==> src/vgaPkg.sv <==
`default_nettype none

package vgaPkg;

    // ==============================
    // 640x480 @ 60 Hz raster timing
    // ==============================
    localparam int H_DISPLAY = 640;   // visible pixels per line
    localparam int H_FRONT   = 16;
    localparam int H_SYNC    = 96;
    localparam int H_BACK    = 48;
    localparam int H_TOTAL   = H_DISPLAY + H_FRONT + H_SYNC + H_BACK;  // 800

    localparam int V_DISPLAY = 480;   // visible lines per frame
    localparam int V_FRONT   = 10;
    localparam int V_SYNC    = 2;
    localparam int V_BACK    = 33;
    localparam int V_TOTAL   = V_DISPLAY + V_FRONT + V_SYNC + V_BACK;  // 525

    // ==============================
    // source frame buffer
    // ==============================
    localparam int SRC_WIDTH  = 320;
    localparam int SRC_HEIGHT = 240;
    localparam int FB_DEPTH   = SRC_WIDTH * SRC_HEIGHT;  // 76800 words
    localparam int FB_ADDR_W  = 17;
    localparam int PIX_W      = 8;                       // rgb332

    // ==============================
    // AXI4-Lite register map
    // ==============================
    localparam int AXI_ADDR_W = 5;
    localparam int AXI_DATA_W = 32;

    localparam logic [AXI_ADDR_W-1:0] REG_CTRL    = 5'h00;  // bit 0 enable
    localparam logic [AXI_ADDR_W-1:0] REG_BGCOLOR = 5'h04;
    localparam logic [AXI_ADDR_W-1:0] REG_PIXADDR = 5'h08;
    localparam logic [AXI_ADDR_W-1:0] REG_PIXDATA = 5'h0C;  // write only
    localparam logic [AXI_ADDR_W-1:0] REG_STATUS  = 5'h10;  // read only, frame count

    typedef enum logic {W_IDLE, W_RESP} writeState_e;
    typedef enum logic {R_IDLE, R_DATA} readState_e;

    typedef enum logic [1:0] {
        RESP_OKAY   = 2'b00,
        RESP_SLVERR = 2'b10
    } axiResp_e;

endpackage

`default_nettype wire
==> src/scaleAddress.sv <==
`timescale 1ns/1ns
`default_nettype none

module scaleAddress
    import vgaPkg::*;
(
    input  wire logic                 CLK25,
    input  wire logic                 reset,
    input  wire logic [9:0]           hCount,
    input  wire logic [9:0]           vCount,
    output logic [FB_ADDR_W-1:0]      fbRdAddr   // valid one cycle after counters
);

    logic [8:0]           srcCol;     // 0..319
    logic [8:0]           srcRow;     // 0..239
    logic [FB_ADDR_W-1:0] lineBase;
    logic [FB_ADDR_W-1:0] addrNext;
    logic                 inDisplay;

    // nearest neighbour, each source pixel repeats 2x2
    assign srcCol = hCount[9:1];
    assign srcRow = vCount[9:1];

    // row * 320 = row * 256 + row * 64
    assign lineBase = {srcRow, 8'b0} + {2'b0, srcRow, 6'b0};
    assign addrNext = lineBase + {8'b0, srcCol};

    assign inDisplay = (hCount < 10'(H_DISPLAY)) && (vCount < 10'(V_DISPLAY));

    always_ff @(posedge CLK25) begin
        if (reset)
            fbRdAddr <= '0;
        else if (inDisplay)
            fbRdAddr <= addrNext;
        else
            fbRdAddr <= '0;                    // park at 0 during blanking
    end

endmodule

`default_nettype wire

==> config.mk <==
export PLATFORM = sky130hd
export DESIGN_NAME = scaleAddress
export DESIGN_NICKNAME = d
export VERILOG_FILES = /design/src/vgaPkg.sv /design/src/scaleAddress.sv
export SDC_FILE = /design/constraint.sdc
export NUM_CORES = 1
export LEC_CHECK = 0
export BUFFER_PORTS_ARGS = -buffer_cell sky130_fd_sc_hd__buf_2
export CAP_MARGIN = 5
export CORE_ASPECT_RATIO = 1.4
export CORE_MARGIN = 3
export CORE_UTILIZATION = 46
export CTS_CLUSTER_SIZE = 30
export DETAILED_ROUTE_END_ITERATION = 10
export PLACE_DENSITY = 0.81
export SETUP_SLACK_MARGIN = 0.15
export SLEW_MARGIN = 20
export SYNTH_ARGS = -nofsm -noshare
export SYNTH_HDL_FRONTEND = slang
export SYNTH_SLANG_ARGS = --single-unit
==> constraint.sdc <==
create_clock -name CLK25 -period 5.2 [get_ports CLK25]
set_input_delay 0.78 -clock CLK25 [delete_from_list [all_inputs] [get_ports CLK25]]
set_output_delay 0.78 -clock CLK25 [all_outputs]
set_load 0.02 [all_outputs]
==> summary.txt <==
CTS
  • H-Tree Depth: 1
  • Clock tree from TritonCTS: yes
  • Longest Clk Path Bufs: 2
  • Number of clock sinks: 17
  • TritonCTS buffer count: 3
  • Clock-pin slew on the worst setup and hold paths: 0.10 ns
  • Count of hold-fix buffers inserted at cts: 0
  • Setup fix buffers added after clock tree synthesis: 0
  • Root buf cell: clkbuf_4
  • Count of instances resized after the clock tree is built: 0

Detailed routing
  • Routed wirelength normalized by instance count: 11.9 µm
  • Routed wire length: about 1800 µm
  • Count of routing violations after the opening detailed-route iteration: 6
  • Number of search-and-repair iterations in the first detailed-routing pass: 4
  • Residual antenna-violating net count after detailed routing: 0
  • Vias: roughly 790
  • Remaining DRCs: 0
  • Average vias per placed instance: 5.11

Placement
  • Placer Congestion: 0.885
  • Hpwl dp: 1570 µm
  • Total of buffers placed on input and output ports: 36

Setup path
  • Required time at the endpoint of the critical path: 5.36 ns
  • Crit-path max FO: 3
  • Slowest CP cell: fa_1
  • CP endpoint kind: register
  • Kind of launch point of the worst setup path: input port
  • Arrival time of the worst setup path: ~2.7 ns
  • Sequence of cells on the critical path: buf_2 > inv_1 > fa_1 > inv_1 > ha_1 > a21o_1 > a21oi_1 > o21ai_0 > xnor2_1 > nor2_1
  • Category of the most critical setup path: input port to register
  • CP peak stage delay: about 0.59 ns
  • Cell with the most instances on the worst path: inv_1

Power
  • Share of power burned in the clock network: approximately 23%
  • Sequential Power Share: 46.6%
  • Total power of the final layout: 296 µW
  • Comb pwr share: 30.7%
  • Switch share: a little under a third
  • Int Pwr: ~200 µW
  • Total power density per cell area: 253 nW/µm²
  • Peak VDD IR: between 0.1 and 0.15 mV
  • Leak pwr: 0.000635 µW
  • Psw: between 90 and 100 µW

Synth
  • Top area cells in the synthesized netlist: dfxtp_1, ha_1, and2_1
  • Top-area cell type share of the netlist area: 36.2%
  • Post-synthesis compound-gate area fraction: 12.9%
  • Synth warn: 0
  • Post-synthesis adder-cell area fraction: between 20% and 30%
  • Avg Cell Area, Syn: between 9 and 10 µm²
  • Seq/Total Area, Yosys: 36.2%
  • Synth Cell Area: between 900 and 1000 µm²
  • Number of instances in the synthesized netlist: 95
  • Synth unique cells: 25
  • Total of flip-flops plus latches after synthesis: 17
  • Syn nets: 136
  • Simple-gate share of the synthesized area: approximately 17%
  • Xor/xnor share of the synthesized area: 3.72%
  • Dominant cell type by area after synthesis: dfxtp_1
  • Main combinational cell family by area after synthesis: adder cells
  • Share of cell area taken by muxes after synthesis: 0%

Finish
  • Biggest register: fbRdAddr
  • Combined flip-flop and latch cell area: about 340 µm²
  • Commonest non-fill, non-tap cells in the layout: buf_2, ha_1, dfxtp_1
  • Most common cell after layout, fill and taps aside: buf_2
  • Largest registers: fbRdAddr x17
  • Area growth from synthesis to final layout: 24.3%
  • Flip-flop count of the largest register, all copies and words added: 17
  • Filler Cells Inserted: approximately 150
  • Ratio of cells with drive above 1 in the final layout: between 30% and 40%
  • Footprint of the multi-input gates: 571 µm²
  • Antenna cell count: 0
  • Total Nets Final: 176
  • Util after Layout: 63.3%

Outcome
  • Outcome: finished, final reports clean

Timing
  • Final clock period utilization by the worst path: 49.3%
  • Total count of hold-check failures in the final report: 0
  • Worst slew margin relative to its limit: 73.4%
  • Slew at the pin closest to its max-slew limit: 0.396 ns
  • Sum of negative setup slack: 0 ns
  • Time the worst path needs with I/O delays and setup: 2.56 ns
  • Max Clock Freq: about 390 MHz
  • RSZ-0062 raised after global routing: false
  • Number of failing setup endpoints in the final timing report: 0
  • Final-report max-slew violation count: 0

Global route
  • Number of global-route vias before repair: 779
  • Global route total overflow: 0
  • Wire length of the first global-routing pass: 3140 µm
  • Total routing usage reported by global routing: ~16%
  • Antenna violations before repair: 0
  • Maximum number of pins on one net before global-route repair: 12

Flow run
  • Count of max-cap constraint violations: 0

Die
  • Initial core utilization: 50.9%
  • Placement Rows: 18
  • Die extent in y: 59.5 µm
  • Core region area: 1850 µm²
  • Total die area: 2630 µm²
  • Boundary pin count: 39
  • Chip Width: around 44 µm

Hold path
  • Worst Hold Depth: 2
  • Tightest Hold Check Type: input port to register
  • Startpoint of the lowest-slack hold path: hCount[2]
  • Hold Path Sink: fbRdAddr[1]
==> metal layers <==
layer	up-vias	track usage (%)	wire, µm	part of all wire, %
met2	27	29.2	905	49
met3	4	1.82	132	7.2
met5	-	0	0	0
li1	409	-	-	-
met4	0	7.76	42	2.3
met1	347	17.2	758	41
==> kinds of logic after synthesis <==
family | Yosys count
xor+xnor | 4
flops | 17
buf+inv | 8
simple gates | 30
compound gates | 17
fa+ha+maj | 19
==> worst max-delay path, delay by kind of cell <==
family | cells | cell delay (ns)
buffers and inverters | 3 | 0.20
XOR/XNOR | 1 | 0.16
adder cells (fa/ha/maj) | 2 | 0.87
AND/OR/NAND/NOR | 1 | 0.05
AO/OA/AOI/OAI | 3 | 0.65
==> synthesized netlist by cell type <==
cell and count:
dfxtp_1 17, ha_1 17, and2_1 8, inv_1 7
nor2_1 7, o21a_1 4, a21o_1 3, a21oi_1 3
nand2_1 3, nand3_1 3, o21ai_0 3, fa_1 2
nand4_1 2, nor2b_1 2, nor3_1 2, xnor2_1 2
xor2_1 2, a211oi_1 1, a221oi_2 1, and3_1 1
and3_2 1, clkbuf_1 1, nor3_2 1, o31a_1 1
o31ai_1 1
==> how the worst max path moves through the flow <==
stage | from | endpoint | slack [ns] | cells after the start
floorplan | hCount[9] | fbRdAddr[12] | 2.65 | 9
CTS | hCount[9] | fbRdAddr[14] | 2.66 | 10
detailed placement | hCount[9] | fbRdAddr[14] | 2.35 | 10
global placement | hCount[9] | fbRdAddr[14] | 2.42 | 10
finish | hCount[9] | fbRdAddr[12] | 2.64 | 10
global route | hCount[9] | fbRdAddr[12] | 2.50 | 10
==> stage by stage <==
stage                     setup slack [ns]  std cells  hold WS (ns)  area (µm²)
final                                 2.64        154         0.696        1170
after global routing                  2.50        154         0.691        1170
after CTS                             2.66        154         0.694        1170
after detailed placement              2.35        150         0.984        1140
after global placement                2.42        150         0.985        1140
after floorplan                       2.65         95         0.902         941
==> area by class of cell <==
cell class	count	area share (%)
Timing Repair Buffer	36	15.4
Multi-Input combinational cell	70	48.8
Tap cell	20	2.14
Clock inverter	1	0.428
Inverter	7	2.25
Sequential cell	17	29.1
Clock buffer	3	1.93
==> power by group through the flow <==
| stage | registers [µW] | logic, µW | clock network, µW |
|---|---|---|---|
| final | 138 | 90.7 | 67.1 |
| after global routing | 138 | 103 | 75.2 |
| after CTS | 138 | 91.3 | 68.8 |
| after detailed placement | 141 | 90.7 | 0 |
| after global placement | 141 | 87.1 | 0 |
| after floorplan | 150 | 55.4 | 0 |
Note: power is estimated with default switching activity, not from simulation.
