--- src/vgaPkg.sv ---
`default_nettype none

package vgaPkg;

    // ==============================
    // 640x480 @ 60 Hz raster timing
    // ==============================
    localparam int H_DISPLAY = 640;   // visible pixels per line
    localparam int H_FRONT   = 16;
    localparam int H_SYNC    = 96;
    localparam int H_BACK    = 48;
    localparam int H_TOTAL   = H_DISPLAY + H_FRONT + H_SYNC + H_BACK;  // 800

    localparam int V_DISPLAY = 480;   // visible lines per frame
    localparam int V_FRONT   = 10;
    localparam int V_SYNC    = 2;
    localparam int V_BACK    = 33;
    localparam int V_TOTAL   = V_DISPLAY + V_FRONT + V_SYNC + V_BACK;  // 525

    // ==============================
    // source frame buffer
    // ==============================
    localparam int SRC_WIDTH  = 320;
    localparam int SRC_HEIGHT = 240;
    localparam int FB_DEPTH   = SRC_WIDTH * SRC_HEIGHT;  // 76800 words
    localparam int FB_ADDR_W  = 17;
    localparam int PIX_W      = 8;                       // rgb332

    // ==============================
    // AXI4-Lite register map
    // ==============================
    localparam int AXI_ADDR_W = 5;
    localparam int AXI_DATA_W = 32;

    localparam logic [AXI_ADDR_W-1:0] REG_CTRL    = 5'h00;  // bit 0 enable
    localparam logic [AXI_ADDR_W-1:0] REG_BGCOLOR = 5'h04;
    localparam logic [AXI_ADDR_W-1:0] REG_PIXADDR = 5'h08;
    localparam logic [AXI_ADDR_W-1:0] REG_PIXDATA = 5'h0C;  // write only
    localparam logic [AXI_ADDR_W-1:0] REG_STATUS  = 5'h10;  // read only, frame count

    typedef enum logic {W_IDLE, W_RESP} writeState_e;
    typedef enum logic {R_IDLE, R_DATA} readState_e;

    typedef enum logic [1:0] {
        RESP_OKAY   = 2'b00,
        RESP_SLVERR = 2'b10
    } axiResp_e;

endpackage

`default_nettype wire
--- src/vgaTiming.sv ---
`timescale 1ns/1ns
`default_nettype none

module vgaTiming
    import vgaPkg::*;
(
    input  wire logic       CLK25,
    input  wire logic       reset,
    output logic [9:0]      hCount,       // 0..799
    output logic [9:0]      vCount,       // 0..524
    output logic            hSyncEarly,   // active low, one cycle behind counters
    output logic            vSyncEarly,
    output logic            activeEarly,
    output logic            frameStart    // high while both counters sit at 0
);

    logic hLast;
    logic vLast;
    logic hInSync;
    logic vInSync;
    logic inDisplay;

    assign hLast = (hCount == 10'(H_TOTAL - 1));
    assign vLast = (vCount == 10'(V_TOTAL - 1));

    // ==============================
    // raster counters
    // ==============================
    always_ff @(posedge CLK25) begin
        if (reset) begin
            hCount <= 10'd0;
            vCount <= 10'd0;
        end else if (hLast) begin
            hCount <= 10'd0;                  // end of line
            if (vLast)
                vCount <= 10'd0;              // end of frame
            else
                vCount <= vCount + 10'd1;
        end else begin
            hCount <= hCount + 10'd1;
        end
    end

    // sync windows sit after the front porch
    assign hInSync = (hCount >= 10'(H_DISPLAY + H_FRONT)) &&
                     (hCount <  10'(H_DISPLAY + H_FRONT + H_SYNC));
    assign vInSync = (vCount >= 10'(V_DISPLAY + V_FRONT)) &&
                     (vCount <  10'(V_DISPLAY + V_FRONT + V_SYNC));
    assign inDisplay = (hCount < 10'(H_DISPLAY)) && (vCount < 10'(V_DISPLAY));

    // ==============================
    // registered sync / active
    // ==============================
    always_ff @(posedge CLK25) begin
        if (reset) begin
            hSyncEarly  <= 1'b1;              // idle high
            vSyncEarly  <= 1'b1;
            activeEarly <= 1'b0;
        end else begin
            hSyncEarly  <= ~hInSync;
            vSyncEarly  <= ~vInSync;
            activeEarly <= inDisplay;
        end
    end

    // counters at origin -> start of a new frame
    assign frameStart = (hCount == 10'd0) && (vCount == 10'd0);

endmodule

`default_nettype wire

--- config.mk ---
export PLATFORM = sky130hd
export DESIGN_NAME = vgaTiming
export DESIGN_NICKNAME = d
export VERILOG_FILES = /design/src/vgaPkg.sv /design/src/vgaTiming.sv
export SDC_FILE = /design/constraint.sdc
export NUM_CORES = 1
export LEC_CHECK = 0
export BUFFER_PORTS_ARGS = -buffer_cell sky130_fd_sc_hd__buf_2
export CAP_MARGIN = 5
export CORE_ASPECT_RATIO = 1.5
export CORE_MARGIN = 2
export CORE_UTILIZATION = 40
export CTS_BUF_LIST = sky130_fd_sc_hd__clkbuf_16
export DETAILED_ROUTE_END_ITERATION = 10
export SKIP_CTS_REPAIR_TIMING = 1
export SYNTH_ARGS = -nofsm -noshare
export SYNTH_HDL_FRONTEND = slang
export SYNTH_SLANG_ARGS = --single-unit
--- constraint.sdc ---
create_clock -name CLK25 -period 1.69 [get_ports CLK25]
set_input_delay 0.338 -clock CLK25 [delete_from_list [all_inputs] [get_ports CLK25]]
set_output_delay 0.338 -clock CLK25 [all_outputs]
set_load 0.01 [all_outputs]
==> reports/metrics.yaml <==
synth-simple-area-share_pct: 33.9
synth_seq_cells: 23
async_flop_share_pct: 0
largest_net_degree_at_the_start_of_global_routing: 13
synth_cells: 131
synth_xor_xnor_area_share_pct: 9.21
hold_viol: 0
synth_edf_count: 0
power_density_mw_per_mm2: 685
routed_wire_per_std_cell_um: 13.4
grt_first_pass_wirelength_um: 4820
synth-adder-area-share_pct: 5.48
postLayoutCoreUtil_pct: 60.7
synth-seq-area-share_pct: 40.4
leakage_nw: 0.725
worstReg2RegStart: "hCount[6]"
timing.critical_path.cells: "nor4_1 > nand4_1 > nor4_2 > buf_2"
detail_route.first_pass.iterations: 4
cp_endpoint: "frameStart"
clk_pin_slew_ns: 0.06
cp_num_cells: 4
final-max-slew-violation-count: 0
setup_viol: 2
ff2ff_path_depth: 4
gr-total-overflow: 0
clockBufferDepth: 2
synth-warning-count: 0
worst_hold_slack_ns: 0.377
routabilityCongestion: 0.806
post-route-period-util_pct: 105
cp-startpoint: "vCount[2]"
coreArea_mm2: 0.00271
drc: 0
initial_utilization_pct: 42.2
boundaryPins: 26
vdd.ir_drop.worst_uv: 574
yosys.cell_types.count: 29
worstSetupEndpointType: "primary output"
rrSetupSlack_ns: -0.03
post-route-min-period_ns: 1.78
areaGrowthSynthToFinish_pct: 44.0
reg2reg_to: "vCount[7]"
achievable-frequency_mhz: 562
io_buffers: 25
violations: "setup timing"
tritoncts: "yes"
place_ws_ns: -0.0289
syn_avg_cell_area_um2: 8.71
clock_sink_count: 23
place_hpwl_um: 2240
fillerInstances: 273
ant_nets: 0
final_critical_path_setup_slack_ns: -0.0909
num_antenna_cells: 0
critical-path-top-delay-family: "simple AND/OR/NAND/NOR gates"
drive_gt1_share_pct: 42.6
routed-via-count: 1107
detailedRoute.firstIterationViolations: 27
timing.max_cap.violations: 0
cpMaxStageDelayCell: "sky130_fd_sc_hd__dfxtp_1"
critPathLaunchType: "register"
die_x_um: 47.6
worstPathMaxFanout: 7
worst_path_largest_cell_delay_ns: 0.38
cp_data_required_time_ns: 1.35
clock_latency_ns: 0.25
synth_top_family_by_area: "simple AND/OR/NAND/NOR gates"
post_synthesis_net_count: 138
worst_slew_margin_rel_pct: 75.8
prevailing_post_synth_register_cell: "sky130_fd_sc_hd__dfxtp_1"
floorplan.die.height_um: 69.4
wp_buf_inv: 1
finish.net_count: 191
finClkSkew_ns: 0.00127
tns_ns: -0.122
design_power_total_mw: 1.13
worst_pin_slew_ns: 0.360
h-tree-depth: 1
status: "finished with violations"
grt_pass1_vias: 1051
grt_setup_unrepaired: "true"
drt-vias-per-instance: 5.03
row_count: 23
grt_antenna_before_repair: 0
netlist_area_mm2: 0.00114
synth_compound_gate_area_share_pct: 7.02
total_wirelength_um: 2940
floorplan.die_area_mm2: 0.00330
yosys-mux-area-fraction_pct: 0
grt_usage_pct: 19.6
criticalPathCategory: "reg -> out"
cts_buffers: 3
ctsRootBufferMaster: "sky130_fd_sc_hd__clkbuf_16"
hold_class: "in -> reg"
worst_endpoint_data_arrival_time_ns: 1.44
==> power by group <==
| group | internal, mW | switching, mW |
|---|---|---|
| Clock | 0.315 | 0.185 |
| Sequential | 0.550 | 0.00823 |
| Combinational | 0.0322 | 0.0357 |
==> worst min path at each step <==
stage | from | to | slack, ns | depth (start not counted)
floorplan | hCount[0] | hCount[0] | 0.46 | 1
global placement | vCount[8] | vCount[8] | 0.50 | 2
detailed placement | vCount[1] | vCount[1] | 0.52 | 2
CTS | reset | vSyncEarly | 0.37 | 3
global route | reset | vSyncEarly | 0.41 | 3
finish | reset | vSyncEarly | 0.38 | 3
==> final cells by class <==
cell class	count	area, um2	share of cell area, %
multi-input combinational	98	692	42.1
sequential	23	475	28.9
timing repair buffer	52	328	20.0
clock buffer	3	75.1	4.57
tap	37	46.3	2.82
inverter	6	22.5	1.37
clock inverter	1	3.75	0.228
==> worst reg2reg max path, stage by stage (launching register included) <==
cell                        delay, ns
sky130_fd_sc_hd__dfxtp_2         0.33
sky130_fd_sc_hd__nand4bb_4       0.24
sky130_fd_sc_hd__or4_4           0.58
sky130_fd_sc_hd__or3_4           0.36
sky130_fd_sc_hd__a21oi_2         0.14
==> cells in the mapped netlist (3+ instances only) <==
library cell / number / area, um2
sky130_fd_sc_hd__nand3_1: 6 / 30.0
sky130_fd_sc_hd__nand2_1: 10 / 37.5
sky130_fd_sc_hd__o21ai_0: 7 / 35.0
sky130_fd_sc_hd__nor2_1: 15 / 56.3
sky130_fd_sc_hd__xor2_1: 6 / 52.6
sky130_fd_sc_hd__nand4_1: 5 / 31.3
sky130_fd_sc_hd__or3_1: 5 / 31.3
sky130_fd_sc_hd__nor4_1: 5 / 31.3
sky130_fd_sc_hd__nor2b_1: 3 / 18.8
sky130_fd_sc_hd__dfxtp_1: 23 / 460
sky130_fd_sc_hd__a21oi_1: 6 / 30.0
sky130_fd_sc_hd__xnor2_1: 6 / 52.6
sky130_fd_sc_hd__and3_1: 4 / 25.0
sky130_fd_sc_hd__inv_1: 6 / 22.5
sky130_fd_sc_hd__nand2b_1: 3 / 18.8
sky130_fd_sc_hd__ha_1: 5 / 62.6
==> registers in the layout, summed over array words and instances (netlist names) <==
signal	flops
hSyncEarly	1
activeEarly	1
hCount	10
vSyncEarly	1
vCount	10
==> layer usage <==
metal  wire length, um  GRT usage [%]  vias up
li1                  -              -      565
met1              1200           24.4      518
met2              1650           33.0       22
met3                69           2.34        2
met4                18           6.31        0
met5                 0              0        -
==> cells in the final DEF, fill, tap and decap left out, drive strengths merged, types with 2 or more instances in the layout <==
master / instances
a21oi: 6
and3: 4
and4: 2
buf: 52
clkbuf: 3
dfxtp: 23
ha: 5
inv: 7
nand2: 10
nand2b: 3
nand3: 6
nand4: 6
nor2: 15
nor2b: 3
nor4: 5
o21ai: 7
or3: 5
or4: 3
xnor2: 6
xor2: 6
==> cells by family after synthesis <==
group	Yosys count
AO/OA/AOI/OAI	15
XOR/XNOR	12
adder cells (fa/ha/maj)	5
buffers and inverters	10
flip-flops	23
AND/OR/NAND/NOR	66
==> metrics by stage <==
step	std cells	instance area (um2)
3_3_place_gp	214	1500
6_report	220	1640
2_1_floorplan	131	1170
4_1_cts	218	1580
5_1_grt	220	1640
3_5_place_dp	214	1500
(Power assumes the default switching activity.)
