## config.mk

```make
export PLATFORM = sky130hd
export DESIGN_NAME = displayControl
export DESIGN_NICKNAME = d
export VERILOG_FILES = /design/src/vgaPkg.sv /design/src/displayControl.sv
export SDC_FILE = /design/constraint.sdc
export NUM_CORES = 1
export LEC_CHECK = 0
export ABC_AREA = 0
export BUFFER_PORTS_ARGS = -buffer_cell sky130_fd_sc_hd__buf_2
export CELL_PAD_IN_SITES_DETAIL_PLACEMENT = 0
export CELL_PAD_IN_SITES_GLOBAL_PLACEMENT = 2
export CORE_MARGIN = 10
export CORE_UTILIZATION = 27
export DETAILED_ROUTE_END_ITERATION = 7
export PLACE_DENSITY = 0.86
export SLEW_MARGIN = 0
export SYNTH_ARGS = -nofsm -noshare
export SYNTH_HDL_FRONTEND = slang
export SYNTH_SLANG_ARGS = --single-unit
```

## constraint.sdc

```tcl
create_clock -name CLK25 -period 1.8 [get_ports CLK25]
set_input_delay 0.36 -clock CLK25 [delete_from_list [all_inputs] [get_ports CLK25]]
set_output_delay 0.36 -clock CLK25 [all_outputs]
set_load 0.005 [all_outputs]
```

## src/vgaPkg.sv

```systemverilog
`default_nettype none

package vgaPkg;

    // ==============================
    // 640x480 @ 60 Hz raster timing
    // ==============================
    localparam int H_DISPLAY = 640;   // visible pixels per line
    localparam int H_FRONT   = 16;
    localparam int H_SYNC    = 96;
    localparam int H_BACK    = 48;
    localparam int H_TOTAL   = H_DISPLAY + H_FRONT + H_SYNC + H_BACK;  // 800

    localparam int V_DISPLAY = 480;   // visible lines per frame
    localparam int V_FRONT   = 10;
    localparam int V_SYNC    = 2;
    localparam int V_BACK    = 33;
    localparam int V_TOTAL   = V_DISPLAY + V_FRONT + V_SYNC + V_BACK;  // 525

    // ==============================
    // source frame buffer
    // ==============================
    localparam int SRC_WIDTH  = 320;
    localparam int SRC_HEIGHT = 240;
    localparam int FB_DEPTH   = SRC_WIDTH * SRC_HEIGHT;  // 76800 words
    localparam int FB_ADDR_W  = 17;
    localparam int PIX_W      = 8;                       // rgb332

    // ==============================
    // AXI4-Lite register map
    // ==============================
    localparam int AXI_ADDR_W = 5;
    localparam int AXI_DATA_W = 32;

    localparam logic [AXI_ADDR_W-1:0] REG_CTRL    = 5'h00;  // bit 0 enable
    localparam logic [AXI_ADDR_W-1:0] REG_BGCOLOR = 5'h04;
    localparam logic [AXI_ADDR_W-1:0] REG_PIXADDR = 5'h08;
    localparam logic [AXI_ADDR_W-1:0] REG_PIXDATA = 5'h0C;  // write only
    localparam logic [AXI_ADDR_W-1:0] REG_STATUS  = 5'h10;  // read only, frame count

    typedef enum logic {W_IDLE, W_RESP} writeState_e;
    typedef enum logic {R_IDLE, R_DATA} readState_e;

    typedef enum logic [1:0] {
        RESP_OKAY   = 2'b00,
        RESP_SLVERR = 2'b10
    } axiResp_e;

endpackage

`default_nettype wire
```

## src/displayControl.sv

```systemverilog
`timescale 1ns/1ns
`default_nettype none

module displayControl
    import vgaPkg::*;
(
    input  wire logic                   CLK25,
    input  wire logic                   reset,
    // write address / data / response
    input  wire logic [AXI_ADDR_W-1:0]  awaddr,
    input  wire logic                   awvalid,
    output logic                        awready,
    input  wire logic [AXI_DATA_W-1:0]  wdata,
    input  wire logic [3:0]             wstrb,    // full-word writes only
    input  wire logic                   wvalid,
    output logic                        wready,
    output logic [1:0]                  bresp,
    output logic                        bvalid,
    input  wire logic                   bready,
    // read address / data
    input  wire logic [AXI_ADDR_W-1:0]  araddr,
    input  wire logic                   arvalid,
    output logic                        arready,
    output logic [AXI_DATA_W-1:0]       rdata,
    output logic [1:0]                  rresp,
    output logic                        rvalid,
    input  wire logic                   rready,
    // video side
    input  wire logic                   frameStart,
    output logic                        enable,
    output logic [PIX_W-1:0]            bgColor,
    output logic                        fbWrEn,
    output logic [FB_ADDR_W-1:0]        fbWrAddr,
    output logic [PIX_W-1:0]            fbWrData
);

    writeState_e          wState;
    readState_e           rState;
    axiResp_e             bRespQ;
    axiResp_e             rRespQ;
    logic [FB_ADDR_W-1:0] pixAddr;
    logic [15:0]          frameCount;
    logic                 firstSeen;   // first frameStart is not counted
    logic                 wrAccept;
    logic                 rdAccept;

    assign wrAccept = awready && awvalid;  // wready/wvalid rise alongside
    assign rdAccept = arready && arvalid;

    assign bvalid = (wState == W_RESP);
    assign rvalid = (rState == R_DATA);
    assign bresp  = bRespQ;
    assign rresp  = rRespQ;

    // ==============================
    // write channel + registers
    // ==============================
    always_ff @(posedge CLK25) begin
        if (reset) begin
            wState   <= W_IDLE;
            awready  <= 1'b0;
            wready   <= 1'b0;
            bRespQ   <= RESP_OKAY;
            enable   <= 1'b0;
            bgColor  <= '0;
            pixAddr  <= '0;
            fbWrEn   <= 1'b0;
            fbWrAddr <= '0;
            fbWrData <= '0;
        end else begin
            fbWrEn <= 1'b0;                               // single-cycle command
            if (fbWrEn) begin                             // advance after the store
                if (fbWrAddr == FB_ADDR_W'(FB_DEPTH - 1))
                    pixAddr <= '0;
                else
                    pixAddr <= fbWrAddr + FB_ADDR_W'(1);
            end
            case (wState)
                W_IDLE: begin
                    if (wrAccept) begin
                        awready <= 1'b0;
                        wready  <= 1'b0;
                        wState  <= W_RESP;
                        bRespQ  <= RESP_OKAY;
                        case (awaddr)
                            REG_CTRL:    enable  <= wdata[0];
                            REG_BGCOLOR: bgColor <= wdata[PIX_W-1:0];
                            REG_PIXADDR: pixAddr <= wdata[FB_ADDR_W-1:0];
                            REG_PIXDATA: begin
                                fbWrEn   <= 1'b1;
                                fbWrAddr <= pixAddr;
                                fbWrData <= wdata[PIX_W-1:0];
                            end
                            default:     bRespQ  <= RESP_SLVERR;  // status or unmapped
                        endcase
                    end else begin
                        // pulse ready once when both channels are present
                        awready <= awvalid && wvalid && !awready;
                        wready  <= awvalid && wvalid && !awready;
                    end
                end
                W_RESP: begin
                    if (bready)
                        wState <= W_IDLE;                 // hold until host takes it
                end
                default: wState <= W_IDLE;
            endcase
        end
    end

    // ==============================
    // read channel
    // ==============================
    always_ff @(posedge CLK25) begin
        if (reset) begin
            rState  <= R_IDLE;
            arready <= 1'b0;
            rdata   <= '0;
            rRespQ  <= RESP_OKAY;
        end else begin
            case (rState)
                R_IDLE: begin
                    if (rdAccept) begin
                        arready <= 1'b0;
                        rState  <= R_DATA;
                        rRespQ  <= RESP_OKAY;
                        case (araddr)
                            REG_CTRL:    rdata <= {31'b0, enable};
                            REG_BGCOLOR: rdata <= {24'b0, bgColor};
                            REG_PIXADDR: rdata <= {15'b0, pixAddr};
                            REG_STATUS:  rdata <= {16'b0, frameCount};
                            default: begin                // pixdata or unmapped
                                rdata  <= '0;
                                rRespQ <= RESP_SLVERR;
                            end
                        endcase
                    end else begin
                        arready <= arvalid && !arready;
                    end
                end
                R_DATA: begin
                    if (rready)
                        rState <= R_IDLE;
                end
                default: rState <= R_IDLE;
            endcase
        end
    end

    // frame counter skips the pulse at cycle 0
    always_ff @(posedge CLK25) begin
        if (reset) begin
            frameCount <= '0;
            firstSeen  <= 1'b0;
        end else if (frameStart) begin
            firstSeen <= 1'b1;
            if (firstSeen)
                frameCount <= frameCount + 16'd1;
        end
    end

endmodule

`default_nettype wire

```

==> results.py <==
metrics = {
    "setup_path": {
        "r2r_setup_slack_ps": 50,
        "startpoint_type": "flip-flop",
        "worstPathRequired_ps": 2020,
        "timing.critical_path.buf_inv": 1,
        "critical_path.cell_chain": "ha_4 -> nand4_1 -> nor3_2 -> a41oi_1 -> buf_4 -> a221oi_1 -> nor3_1",
        "worstPathArrival_ps": 1960,
        "crit_path_end_kind": "flip-flop",
        "reg2reg_depth": 7,
        "cp_top_family": "simple AND/OR/NAND/NOR gates",
        "max_fanout_on_critical_path": 14,
        "critPathMaxStageDelay_ps": 350,
        "startpoint_of_the_worst_slack_reg_to_reg_timing_path": "fbWrAddr[0]",
        "regToRegEndpoint": "pixAddr[2]",
        "path_class": "reg2reg",
        "slowest_stage": "dfxtp_2",
    },
    "final_layout": {
        "layout.cells.most_common_list": "93 x buf_2, 91 x nor2_1, 89 x dfxtp_1",
        "area.growth.synth_to_final_pct": 28.05,
        "post_layout_nonfiller_instances": 794,
        "antenna_cells_inserted": 0,
        "post_route_cells_drive_above_1_share_pct": 28.13,
        "mostFrequentLayoutCell": "buf_2",
        "utilization_pct": 35.58,
        "num-nets-final": 634,
    },
    "timing": {
        "slew_viol_final": 0,
        "fmaxAchievable_mhz": 573.0,
        "final-hold-violation-count": 0,
        "setup_viol_count_final": 0,
        "finalClockSkew_ps": 6.055,
        "worstMarginPinSlew_ps": 523.8,
        "minimum_period_implied_by_the_final_worst_setup_slack_ps": 1745,
        "final.setup.tns_ps": 0,
        "slew_headroom_pct": 64.18,
        "period_share_pct": 96.96,
        "final.setup.worst_slack_ps": 54.65,
        "rsz0062_at_grt": "yes",
    },
    "min_path": {
        "min-delay-path-class": "in2reg",
        "hold-path-cell-count": 3,
        "min_from": "rready",
        "worstHoldEndpoint": "rvalid",
    },
    "global_route": {
        "grt_start_max_net_pins": 35,
        "grt_pass1_vias": 3798,
        "global_routing_usage_summed_across_all_routing_layers_pct": 11.61,
        "grt_pass1_wl_um": 20110,
        "grt_antenna_before_repair": 0,
        "globalRoute.totalOverflow": 0,
    },
    "die": {
        "floorplan.die.width_um": 145.5,
        "num_rows": 45,
        "core_region_area_mm2": 0.01531,
        "io-pin-count": 130,
        "start_util_pct": 27.79,
        "fp.dieArea_mm2": 0.02118,
        "die_h_um": 145.5,
    },
    "clock_tree": {
        "cts.sink_count": 92,
        "tritoncts.num_buffers": 9,
        "clkTransAtPathRegs_ps": 60,
        "clock_latency_ps": 350,
        "cts_hold_repair.buffers": 0,
        "tritoncts_clock_tree": "yes",
        "number_of_post_cts_setup_repair_buffers": 0,
        "post_cts_resize_count": 0,
        "htree_num_levels": 3,
        "clock_tree.buffer_depth": 2,
        "cts_root_buf": "clkbuf_16",
    },
    "yosys": {
        "synth.mux.area_fraction_pct": 8.468,
        "adder_cell_share_of_the_synthesized_area_pct": 0.5881,
        "synthXorXnorAreaFrac_pct": 5.763,
        "synth_area_leader_cell": "dfxtp_1",
        "ys.flop_type": "dfxtp_1",
        "yosys_warnings": 0,
        "ys_top_cells_by_area": "dfxtp_1 43%, mux2i_1 8.5%, nor2_1 8.0%",
        "synth-async-reset-ratio_pct": 0,
        "synth_area_per_cell_um2": 9.054,
        "ys_seq_area_share_pct": 43.28,
        "post_synth_and_or_nand_nor_area_fraction_pct": 21.05,
        "synth.lib_cells_used.distinct": 49,
        "synthCells": 470,
        "synth_edf_count": 0,
        "post_synthesis_cell_area_mm2": 0.004255,
        "largest_family_of_logic_cells_by_synthesized_area": "simple AND/OR/NAND/NOR gates",
        "synthDominantCellAreaShare_pct": 43.28,
        "synth_compound_gate_area_share_pct": 14.08,
        "synth-seq-cells": 92,
    },
    "place": {
        "pre_cts_slack_ps": -41.17,
        "finalWeightedCongestion": 0.8305,
        "cells_after_dpl": 778,
        "number_of_buffers_added_on_ports": 93,
        "post-dp-hpwl_um": 9695,
    },
    "power": {
        "power_switching_share_pct": 22.32,
        "power_per_cell_area_mw_per_mm2": 772.2,
        "p_clk_share_pct": 46.9,
        "comb_power_share_pct": 4.2,
        "p_sw_mw": 0.9392,
        "leakage_nw": 2.477,
        "seq_power_share_pct": 48.9,
        "cell_internal_pwr_mw": 3.268,
        "irDropWorstVdd_v": 0.0004778,
    },
    "flow_run": {
        "cap_violations": 0,
    },
    "detailed_routing": {
        "postRouteWirelength_um": 12610,
        "drtPass1Iterations": 6,
        "detail_route.drc_violations": 0,
        "detail_route.vias_per_cell": 4.782,
        "vias": 3797,
        "route.antenna.remaining_nets": 0,
        "route.detailed.wl_per_inst_um": 15.88,
        "dr.first_iter.drc_count": 279,
    },
    "run_status": {
        "outcome": "complete, no violations",
    },
}
[layer usage]
layer / global-route usage [%] / up-vias / share of wire (%)
li1: - / 1853 / -
met1: 14.16 / 1797 / 46
met2: 18.65 / 137 / 45
met3: 4.564 / 10 / 7.9
met4: 2.983 / 0 / 1.0
met5: 0 / - / 0
[logic make-up after synthesis]
kind of cell,after synthesis
AOI/OAI and AO/OA,74
xor gates and xnor gates,28
adders and majority gates,2
buffers and inverters,53
DFF,92
muxes,36
other,1
and+or+nand+nor,184
[worst reg2reg max path, cell delays in order (launching register included)]
cell      delay, ps
dfxtp_2         350
ha_4            140
nand4_1         170
nor3_2          240
a41oi_1         140
buf_4           220
a221oi_1        270
nor3_1           80
[power groups by stage]
| stage | Sequential [mW] | Combinational [mW] | Clock (mW) |
|---|---|---|---|
| floorplan | 2.10 | 0.106 | 0 |
| global placement | 2.10 | 0.173 | 0 |
| detailed placement | 2.10 | 0.177 | 0 |
| CTS | 2.06 | 0.177 | 2.02 |
| global route | 2.06 | 0.198 | 2.10 |
| finish | 2.06 | 0.177 | 1.97 |
[worst max path at each step]
stage,slack (ps),startpoint,end,cells after the start
floorplan,50,wready,pixAddr[11],6
global placement,-20,awaddr[4],pixAddr[8],6
detailed placement,-40,awaddr[4],pixAddr[8],6
CTS,9,wready,pixAddr[8],6
global route,-50,fbWrAddr[0],pixAddr[1],7
finish,50,fbWrAddr[0],pixAddr[2],7
[flip-flops by register name (all words and copies together) (netlist names)]
signal,flops
fbWrData,8
rresp,1
bvalid,1
enable,1
rvalid,1
firstSeen,1
fbWrAddr,17
bgColor,8
fbWrEn,1
rdata,17
wready,1
frameCount,16
arready,1
bresp,1
pixAddr,17
[through the flow]
step / hold WS [ps] / instance area, um^2 / power (mW)
floorplan: 448.2 / 4330 / 2.209
global placement: 441.9 / 5122 / 2.277
detailed placement: 450.2 / 5122 / 2.282
CTS: 261.4 / 5434 / 4.254
global route: 268.3 / 5449 / 4.354
finish: 273.6 / 5449 / 4.208
[cell type report]
type / instances / area [um^2]
timing repair buffer: 126 / 775.7
sequential: 92 / 1846
tap: 211 / 264.0
clock buffer: 11 / 252.7
fill: 1643 / 9866
inverter: 8 / 30.03
multi-input combinational: 341 / 2222
clock inverter: 5 / 58.81
[cell usage after synthesis, drive strengths merged (2+ instances only)]
library cell  instances
buf                  26
clkbuf               19
ha                    2
a211oi               11
nor3b                 2
nand3                17
a221oi                5
nor2                 91
and4                  3
nand2                23
mux2i                36
nor4                  9
nand3b                4
xor2                 23
nor3                 13
nand4                10
a21oi                17
o21ai                 2
inv                   8
xnor2                 5
a22oi                 9
a2bb2oi              16
nand2b                4
a222oi                7
dfxtp                92
Note: power is estimated with default switching activity, not from simulation.
