===== config.mk =====
export PLATFORM = sky130hd
export DESIGN_NAME = pixelOut
export DESIGN_NICKNAME = d
export VERILOG_FILES = /design/src/vgaPkg.sv /design/src/pixelOut.sv
export SDC_FILE = /design/constraint.sdc
export NUM_CORES = 1
export LEC_CHECK = 0
export BUFFER_PORTS_ARGS = -buffer_cell sky130_fd_sc_hd__buf_2
export CAP_MARGIN = 30
export CORE_AREA = 2 2 39 41
export DETAILED_ROUTE_END_ITERATION = 8
export DIE_AREA = 0 0 41 43
export HOLD_SLACK_MARGIN = 0.02
export MAX_ROUTING_LAYER = met4
export PLACE_DENSITY = 0.71
export SYNTH_ARGS = -nofsm -noshare
export SYNTH_HDL_FRONTEND = slang
export SYNTH_SLANG_ARGS = --single-unit

===== constraint.sdc =====
create_clock -name CLK25 -period 0.8 [get_ports CLK25]
set_input_delay 0.12 -clock CLK25 [delete_from_list [all_inputs] [get_ports CLK25]]
set_output_delay 0.12 -clock CLK25 [all_outputs]
set_load 0.02 [all_outputs]

===== src/vgaPkg.sv =====
`default_nettype none

package vgaPkg;

    // ==============================
    // 640x480 @ 60 Hz raster timing
    // ==============================
    localparam int H_DISPLAY = 640;   // visible pixels per line
    localparam int H_FRONT   = 16;
    localparam int H_SYNC    = 96;
    localparam int H_BACK    = 48;
    localparam int H_TOTAL   = H_DISPLAY + H_FRONT + H_SYNC + H_BACK;  // 800

    localparam int V_DISPLAY = 480;   // visible lines per frame
    localparam int V_FRONT   = 10;
    localparam int V_SYNC    = 2;
    localparam int V_BACK    = 33;
    localparam int V_TOTAL   = V_DISPLAY + V_FRONT + V_SYNC + V_BACK;  // 525

    // ==============================
    // source frame buffer
    // ==============================
    localparam int SRC_WIDTH  = 320;
    localparam int SRC_HEIGHT = 240;
    localparam int FB_DEPTH   = SRC_WIDTH * SRC_HEIGHT;  // 76800 words
    localparam int FB_ADDR_W  = 17;
    localparam int PIX_W      = 8;                       // rgb332

    // ==============================
    // AXI4-Lite register map
    // ==============================
    localparam int AXI_ADDR_W = 5;
    localparam int AXI_DATA_W = 32;

    localparam logic [AXI_ADDR_W-1:0] REG_CTRL    = 5'h00;  // bit 0 enable
    localparam logic [AXI_ADDR_W-1:0] REG_BGCOLOR = 5'h04;
    localparam logic [AXI_ADDR_W-1:0] REG_PIXADDR = 5'h08;
    localparam logic [AXI_ADDR_W-1:0] REG_PIXDATA = 5'h0C;  // write only
    localparam logic [AXI_ADDR_W-1:0] REG_STATUS  = 5'h10;  // read only, frame count

    typedef enum logic {W_IDLE, W_RESP} writeState_e;
    typedef enum logic {R_IDLE, R_DATA} readState_e;

    typedef enum logic [1:0] {
        RESP_OKAY   = 2'b00,
        RESP_SLVERR = 2'b10
    } axiResp_e;

endpackage

`default_nettype wire

===== src/pixelOut.sv =====
`timescale 1ns/1ns
`default_nettype none

module pixelOut
    import vgaPkg::*;
(
    input  wire logic              CLK25,
    input  wire logic              reset,
    input  wire logic              hSyncEarly,
    input  wire logic              vSyncEarly,
    input  wire logic              activeEarly,
    input  wire logic [PIX_W-1:0]  fbRdData,
    input  wire logic              enable,      // show frame buffer
    input  wire logic [PIX_W-1:0]  bgColor,     // shown while disabled
    output logic                   hSync,
    output logic                   vSync,
    output logic                   blankN,
    output logic [PIX_W-1:0]       rgb
);

    logic hSyncDly;
    logic vSyncDly;
    logic activeDly;

    // ==============================
    // match memory read latency
    // ==============================
    always_ff @(posedge CLK25) begin
        if (reset) begin
            hSyncDly  <= 1'b1;
            vSyncDly  <= 1'b1;
            activeDly <= 1'b0;
        end else begin
            hSyncDly  <= hSyncEarly;
            vSyncDly  <= vSyncEarly;
            activeDly <= activeEarly;              // now lines up with fbRdData
        end
    end

    // ==============================
    // output register
    // ==============================
    always_ff @(posedge CLK25) begin
        if (reset) begin
            hSync  <= 1'b1;
            vSync  <= 1'b1;
            blankN <= 1'b0;
            rgb    <= '0;
        end else begin
            hSync  <= hSyncDly;
            vSync  <= vSyncDly;
            blankN <= activeDly;
            if (!activeDly)
                rgb <= '0;                         // black in blanking
            else if (enable)
                rgb <= fbRdData;
            else
                rgb <= bgColor;
        end
    end

endmodule

`default_nettype wire


==> flow_results.org, run 1 <==
** Outcome
- The flow ran to the end, but the final reports show violations.
- Violations in the final reports :: setup timing

** Global routing
- GRT Total Usage :: 11.2%
- The first global-routing pass estimated around 1.2 mm of wire.
- The initial antenna violation count came to 0.
- Pin count of the biggest net entering global routing :: 10
- The total overflow left after global routing is 0.
- The number of global-route vias before repair came to around 350.

** Route
- Dividing the detail-routed wire length by the instance count gives around 9.5 um.
- Remaining number of nets flagged by the antenna check after routing :: 0
- Total DRC errors in the routed layout :: 0
- Via count of the routed design :: between 300 and 400
- Drt total wl :: around 850 um
- Router iterations before antenna repair :: 1
- Average vias per placed instance :: 4.23
- After the first detailed-routing iteration, the DRC count stood at 0.

** Place
- The congestion estimate from routability-driven global placement came to about 0.6.
- Placed insts :: 85
- Setup Slack @ Placement :: 0.0187 ns
- After detailed placement, the total cell area comes to between 600 and 700 um^2.
- Count of input and output buffers :: 32
- Detailed placement finished with a half-perimeter wire length of 576 um.

** Power and ir drop
- Power per unit of standard cell area :: about 1800 mW/mm^2
- Leakage power summed over all cells :: roughly 0.37 nW
- In this run, flip-flops and latches consume a little over half of the power.
- Switching Power :: about 290 uW
- IR analysis of the VDD net gives a maximum drop of about 1.1 mV.
- Net switching is a little over a fifth of the power.
- Internal power summed over all cells :: 1.11 mW
- Fraction of power consumed by combinational cells :: 13.2%
- Power share of the clock group :: 34.3%
- The design draws roughly 1.4 mW.

** Floorplan
- Die boundary height :: ~43 um
- # rows :: 14
- Die Width :: about 41 um
- In this run the standard cell core region covers between 0.001 and 0.0015 mm^2.
- The floorplan step defined a die boundary enclosing 0.00176 mm^2.
- Initial core utilization :: between 30% and 40%
- Number of primary I/O pins :: 33

** Timing
- Achievable frequency :: roughly 1200 MHz
- Final setup margin :: -0.0332 ns
- Measured against its own limit, the worst slew margin works out to 84.5%.
- For the final database, setup skew stands at between 0.002 and 0.0025 ns.
- Dividing the final minimum period by the clock period gives 104%.
- The number of hold-slack violations in the final timing report came to 0.
- The worst path in the final design needs a cycle of 0.833 ns, including I/O delays and setup.
- Max Slew Vio Count :: 0
- Setup repair after global routing could not meet its margin everywhere.
- Setup violations remaining at the end of the flow were counted as 11.
- Least-Margin Pin Slew :: 0.232 ns

** Yosys
- Synthesis produced a netlist with a net count of about 60.
- Counting flops and latches in the post-synthesis netlist gives 14.
- In this run the mean area of a mapped cell was roughly 12 um^2.
- Counting distinct cell types in the post-synthesis netlist gives 10.
- Cell count after synthesis :: 39
- Register area share after synthesis :: 58.6%
- The cell area that synthesis handed to floorplanning was 478 um^2.
- Yosys warns :: 0

** Worst setup path
- Worst path cell trace :: buf_6
- Cell family with the largest share of critical-path delay :: flip-flops
- The critical path is of the reg2out type.
- Slowest CP cell :: sky130_fd_sc_hd__dfxtp_2
- STA classifies the critical path endpoint as an output pin.
- Together, buffers and inverters on the worst path number 1.
- The worst setup path is launched from a register.
- Required time at the endpoint of the critical path :: 0.68 ns
- On the worst path, the slowest cell contributes a delay of roughly 0.32 ns.
- Along the worst path, the maximum fanout reaches 1.
- At the worst endpoint, the arrival time is between 0.7 and 0.8 ns.

** Clock tree
- Clock-pin slew was measured on the worst setup and hold paths at 0.08 ns.
- The clock net in this run drives a total of 14 sinks.
- Maximum level of the CTS H-tree :: 1
- At the later pin of the worst-skew pair, clock insertion delay measures 0.27 ns.
- Cell at the root of the clock tree :: sky130_fd_sc_hd__clkbuf_4
- Number of post-CTS setup repair buffers :: 0
- TritonCTS built the clock tree.
- Clock tree synthesis inserted a total of 3 buffers.
- Buffers from clock root to sink, at most :: 2
- The number of hold buffers added after CTS was 1.

** Final layout
- The finished cells cover 768 um^2.
- At the end of the flow the core is filled with cells to 55.5%.
- Layout fillers :: 130
- The repair_antennas step left the layout with diodes totalling 0.
- From synthesis to final layout, the design area changed by 60.7%.
- Excluding fillers, the count of instances in the completed layout stands at 90.
- Fraction of layout instances using a drive strength above 1 :: approximately four fifths
- Count of nets after finishing :: 97

** Hold path
- The tightest min-delay check is of the in2reg type.

** Flow run
- Across the run, the number of max-cap violations was 0.
[final cells by class]
| class | instances | area (um^2) | area share, % |
|---|---|---|---|
| Tap cell | 16 | 20.0 | 2.61 |
| Sequential cell | 14 | 294 | 38.3 |
| Multi-Input combinational cell | 22 | 175 | 22.8 |
| Clock buffer | 4 | 36.3 | 4.72 |
| Timing Repair Buffer | 33 | 239 | 31.1 |
| Inverter | 1 | 3.75 | 0.489 |
[cells in the mapped netlist, drive strengths merged]
library cell,number,area [um^2]
or2,4,25.0
inv,1,3.75
nor2b,1,6.26
mux2i,8,80.1
nor2,8,50.1
buf,2,18.8
nand2b,1,13.8
dfxtp,14,280
[sequential cells by signal (all words and copies together), names as in the netlist]
signal,count
vSync,1
vSyncDly,1
blankN,1
activeDly,1
rgb,8
hSync,1
hSyncDly,1
[cell families (layout without fill, tap and decap cells)]
family / after synthesis / in the layout / share of synthesized area, %
muxes: 8 / 8 / 16.8
DFF: 14 / 14 / 58.6
and+or+nand+nor: 14 / 14 / 19.9
buffers and inverters: 3 / 38 / 4.71
[cells in the final DEF (no fill, tap or decap), types with 3 or more instances in the layout]
| master | Yosys | layout |
|---|---|---|
| sky130_fd_sc_hd__buf_2 | 0 | 21 |
| sky130_fd_sc_hd__buf_6 | 1 | 11 |
| sky130_fd_sc_hd__clkbuf_4 | 0 | 3 |
| sky130_fd_sc_hd__dfxtp_1 | 14 | 3 |
| sky130_fd_sc_hd__dfxtp_2 | 0 | 11 |
| sky130_fd_sc_hd__mux2i_1 | 8 | 8 |
| sky130_fd_sc_hd__nor2_2 | 8 | 8 |
| sky130_fd_sc_hd__or2_1 | 3 | 3 |
[through the flow]
stage | setup TNS (ns) | hold WS (ns)
global route | -0.778 | 0.00500
global placement | 0 | 0.297
CTS | -0.463 | 0.0142
finish | -0.311 | 0.0263
floorplan | 0 | 0.192
detailed placement | 0 | 0.301
[power groups by stage]
stage	sequential [mW]	clock, mW	combinational, mW
3_3_place_gp	0.745	0	0.159
2_1_floorplan	0.769	0	0.0709
6_report	0.736	0.481	0.184
3_5_place_dp	0.745	0	0.161
4_1_cts	0.737	0.508	0.185
5_1_grt	0.740	0.549	0.199
[final timing paths]
| check | from | endpoint | slack (ns) | cells past startpoint |
|---|---|---|---|---|
| worst max register to register | activeDly | rgb[5] | 0.14 | 2 |
| worst min-delay path | vSyncEarly | vSyncDly | 0.03 | 2 |
| worst min register to register | vSyncDly | vSync | 0.41 | 1 |
| worst max-delay path | rgb[6] | rgb[6] | -0.03 | 1 |
[routing by layer]
layer / part of all wire [%] / vias to the layer above / global-route usage [%]
met5: 0 / - / -
met4: 0 / 0 / 6.00
met3: 11 / 0 / 6.28
met2: 49 / 23 / 16.9
met1: 40 / 166 / 10.8
li1: - / 192 / -
[repair_timing]
item,4_1_cts,5_1_grt
pin swaps,0,0
hold endpoints to repair,2,1
endpoints found under the setup margin,11,11
gates resized for setup,33,0
gates cloned,0,0
(Power assumes the default switching activity.)
==> run 2, diff against run 1 <==
clock period = 0.9 ns   (was 0.8 ns; I/O delays follow)
==> run 2 against run 1 <==
Against the previous run:
- the flow now finishes without violations
- clock skew barely moved
- sequential share of layout area rose by 0.15 points
- routed wire length fell by 7.4%
- critical endpoint is now vSyncDly
- global-route usage fell by 1.2 points
- largest power group unchanged
- final cell count did not move
- largest cell class unchanged
- register-to-register slack improved by 0.11 ns
- highest routed layer unchanged
==> flow_results.org, run 2 (synthesized netlist as in run 1, its figures left out) <==
** Worst setup path
- The data required time at the worst endpoint came to 1.06 ns (+0.38 ns).
- The internal reg-to-reg setup slack is 0.25 ns (+0.11 ns).
- The worst setup path is of the in2reg kind.
- In this run the critical register-to-register path is captured at rgb[7].
- The arrival time at the worst endpoint came to 1.03 ns (+0.32 ns).
- The biggest fanout along the worst timing path came to 1 (unchanged).
- Launching point of the worst reg2reg path :: activeDly
- STA classifies the critical path startpoint as an input pin.
- Depth of the most critical reg-to-reg path :: 2 (unchanged)
- STA classifies the critical path endpoint as a register.

** Power and ir drop
- The peak supply drop came to 0.981 mV (-9.0%).
- The leakage power of the design was 0.369 nW (-1.6%).
- Power per unit of standard cell area :: 1660 mW/mm^2 (-9.0%)
- Overall Power :: 1.24 mW (-12%)

** Global routing
- Pin count of the biggest net entering global routing :: 10 (unchanged)
- The initial antenna violation count came to 0 (unchanged).
- The first-pass GRT wire length came to 1.10 mm (-12%).
- The total congestion overflow was 0 (unchanged).
- Via count of the first global-routing pass :: 304 (-12%)
- The total track usage was 9.93% (-1.2 points).

** Clock tree
- Clock tree from TritonCTS :: done
- Cell at the root of the clock tree :: sky130_fd_sc_hd__clkbuf_4
- Maximum level of the CTS H-tree :: 1 (unchanged)
- Buffers from clock root to sink, at most :: 2 (unchanged)
- Skew-Pair Late Insertion Delay :: 0.27 ns (about the same)
- The clock input transition at the sequential cells of the worst setup and hold paths is 0.08 ns (about the same).
- CTS sink cnt :: 14 (unchanged)
- The number of CTS-inserted buffers came to 3 (unchanged).

** Timing
- The worst clock skew on the final layout was 0.00170 ns (-0.000316 ns).
- The total of endpoints with negative setup slack in the final report was 0 (-11).
- Share of the clock period used by the worst path :: 96.5%
- Minimum clock period :: 0.868 ns
- The worst slack on hold paths came to 0.0378 ns (+0.0115 ns).
- Hold Fails Final Rpt :: 0 (unchanged)
- Final setup margin :: 0.0316 ns (+0.0649 ns)
- Least-Margin Pin Slew :: 0.234 ns (+0.00139 ns)
- Max Slew Vio Count :: 0 (unchanged)
- Relative slew slack :: 84.4% (-0.093 points)
- Achievable frequency :: between 1000 and 1500 MHz

** Floorplan
- The area of the core came to 0.00138 mm^2 (unchanged).
- The total die area came to 0.00176 mm^2 (unchanged).
- Number of primary I/O pins :: 33 (unchanged)
- The starting density of the core was 34.5% (unchanged).
- The width of the die came to 41 um (unchanged).
- The height of the chip was 43 um (unchanged).
- # rows :: 14 (unchanged)

** Outcome
- The flow ran to the end, and the final reports show no timing, DRC or antenna violations.

** Place
- The count of buffers inserted at the top-level ports was 32 (unchanged).
- The placement-stage worst setup slack is 0.104 ns (+0.0850 ns).
- HPWL after DPL :: 576 um (unchanged)
- Last weighted congestion value of the routability-driven placer :: 0.597 (unchanged)
- Placed insts :: 85 (unchanged)

** Route
- Via count of the routed design :: 370 (-2.9%)
- Drt total wl :: 789 um (-7.4%)
- The total iterations of the first detailed-routing run came to 1 (unchanged).
- Average vias per placed instance :: 4.11 (-2.9%)
- Wirelength per Cell :: 8.77 um (-7.4%)
- The detailed router's first-iteration violation count was 0 (unchanged).
- Total DRC errors in the routed layout :: 0 (unchanged)
- The remaining number of nets flagged by the antenna check after routing came to 0 (unchanged).

** Final layout
- Synth-to-layout area growth :: 56.0%
- The number of standard cells in the final layout excluding fillers came to 90 (unchanged).
- The count of nets after finishing was 97 (unchanged).
- ANT cells :: 0 (unchanged)
- Flip-flop count of the largest register after layout :: 8 (unchanged)
- Leaving out fill and tap cells, the most frequent cell in the layout is sky130_fd_sc_hd__buf_2.
- Counting flops per register, the top entry is rgb.
- Fraction of layout instances using a drive strength above 1 :: 70.3% (-8.1 points)
- Most frequent cells in the layout :: 21 x sky130_fd_sc_hd__buf_2, 9 x sky130_fd_sc_hd__dfxtp_1, 8 x sky130_fd_sc_hd__mux2i_1, 8 x sky130_fd_sc_hd__nor2_2, 7 x sky130_fd_sc_hd__buf_6

** Hold path
- WHS Path Cells :: 2 (unchanged)
- Hold-critical path endpoint :: hSyncDly
- The worst hold path begins at hSyncEarly.
- Worst min-delay path category :: in2reg

** Flow run
- The max capacitance violation total was 0 (unchanged).
[run 2: changes by cell type in the layout (fill, tap and decap cells not counted)]
| cell | previous run | this run |
|---|---|---|
| sky130_fd_sc_hd__dfxtp_1 | 3 | 9 |
| sky130_fd_sc_hd__dfxtp_2 | 11 | 5 |
| sky130_fd_sc_hd__buf_6 | 11 | 7 |
| sky130_fd_sc_hd__buf_4 | 0 | 4 |
[run 2: report_power, final]
| part | internal, mW | leakage, nW | total [mW] | switching, mW |
|---|---|---|---|---|
| logic | 0.0898 | 0.232 | 0.159 | 0.0690 |
| clock network | 0.245 | 0.0210 | 0.428 | 0.182 |
| registers | 0.643 | 0.116 | 0.652 | 0.00830 |
| total | 0.979 | 0.369 | 1.24 | 0.260 |
[run 2: per-stage QoR]
stage,cell area (um^2),TNS (ns),utilization (%)
6_report,746,0,53.9
5_1_grt,746,-0.0225,53.9
4_1_cts,676,0,48.8
3_5_place_dp,639,0,46.2
3_3_place_gp,639,0,46.2
2_1_floorplan,478,0,-
[run 2: how the worst max path moves through the flow]
stage               slack (ns)  depth (start not counted)       start  endpoint
floorplan                 0.24                          3   activeDly    rgb[0]
detailed placement        0.10                          3      enable    rgb[0]
finish                    0.03                          3  vSyncEarly  vSyncDly
CTS                      0.009                          1       vSync     vSync
global placement          0.14                          3      enable    rgb[1]
global route             -0.02                          1      rgb[6]    rgb[6]
[run 2: area by class of cell]
cell class	count	area (um^2)
multi-input combinational	22	175
timing repair buffer	33	224
clock buffer	4	36.3
sequential	14	287
fill	130	638
inverter	1	3.75
tap	16	20.0
[run 2: worst max-delay path, stage by stage]
cell                            delay, ns
sky130_fd_sc_hd__dlygate4sd3_1       0.53
sky130_fd_sc_hd__buf_2               0.11
sky130_fd_sc_hd__or2_2               0.25
[run 2: per-layer routing]
layer	vias up	wire [um]	track usage (%)
met5	-	0	-
met4	0	0	6.00
met3	0	95	6.28
met2	23	366	13.4
met1	154	326	10.5
li1	193	-	-
[run 2: what timing repair did]
| item | 4_1_cts | 5_1_grt |
|---|---|---|
| hold buffers | 0 | 1 |
| endpoints found under the hold margin | 0 | 1 |
| endpoints found under the setup margin | 0 | 11 |
| setup buffers | 0 | 0 |
| gates resized for setup | 0 | 23 |
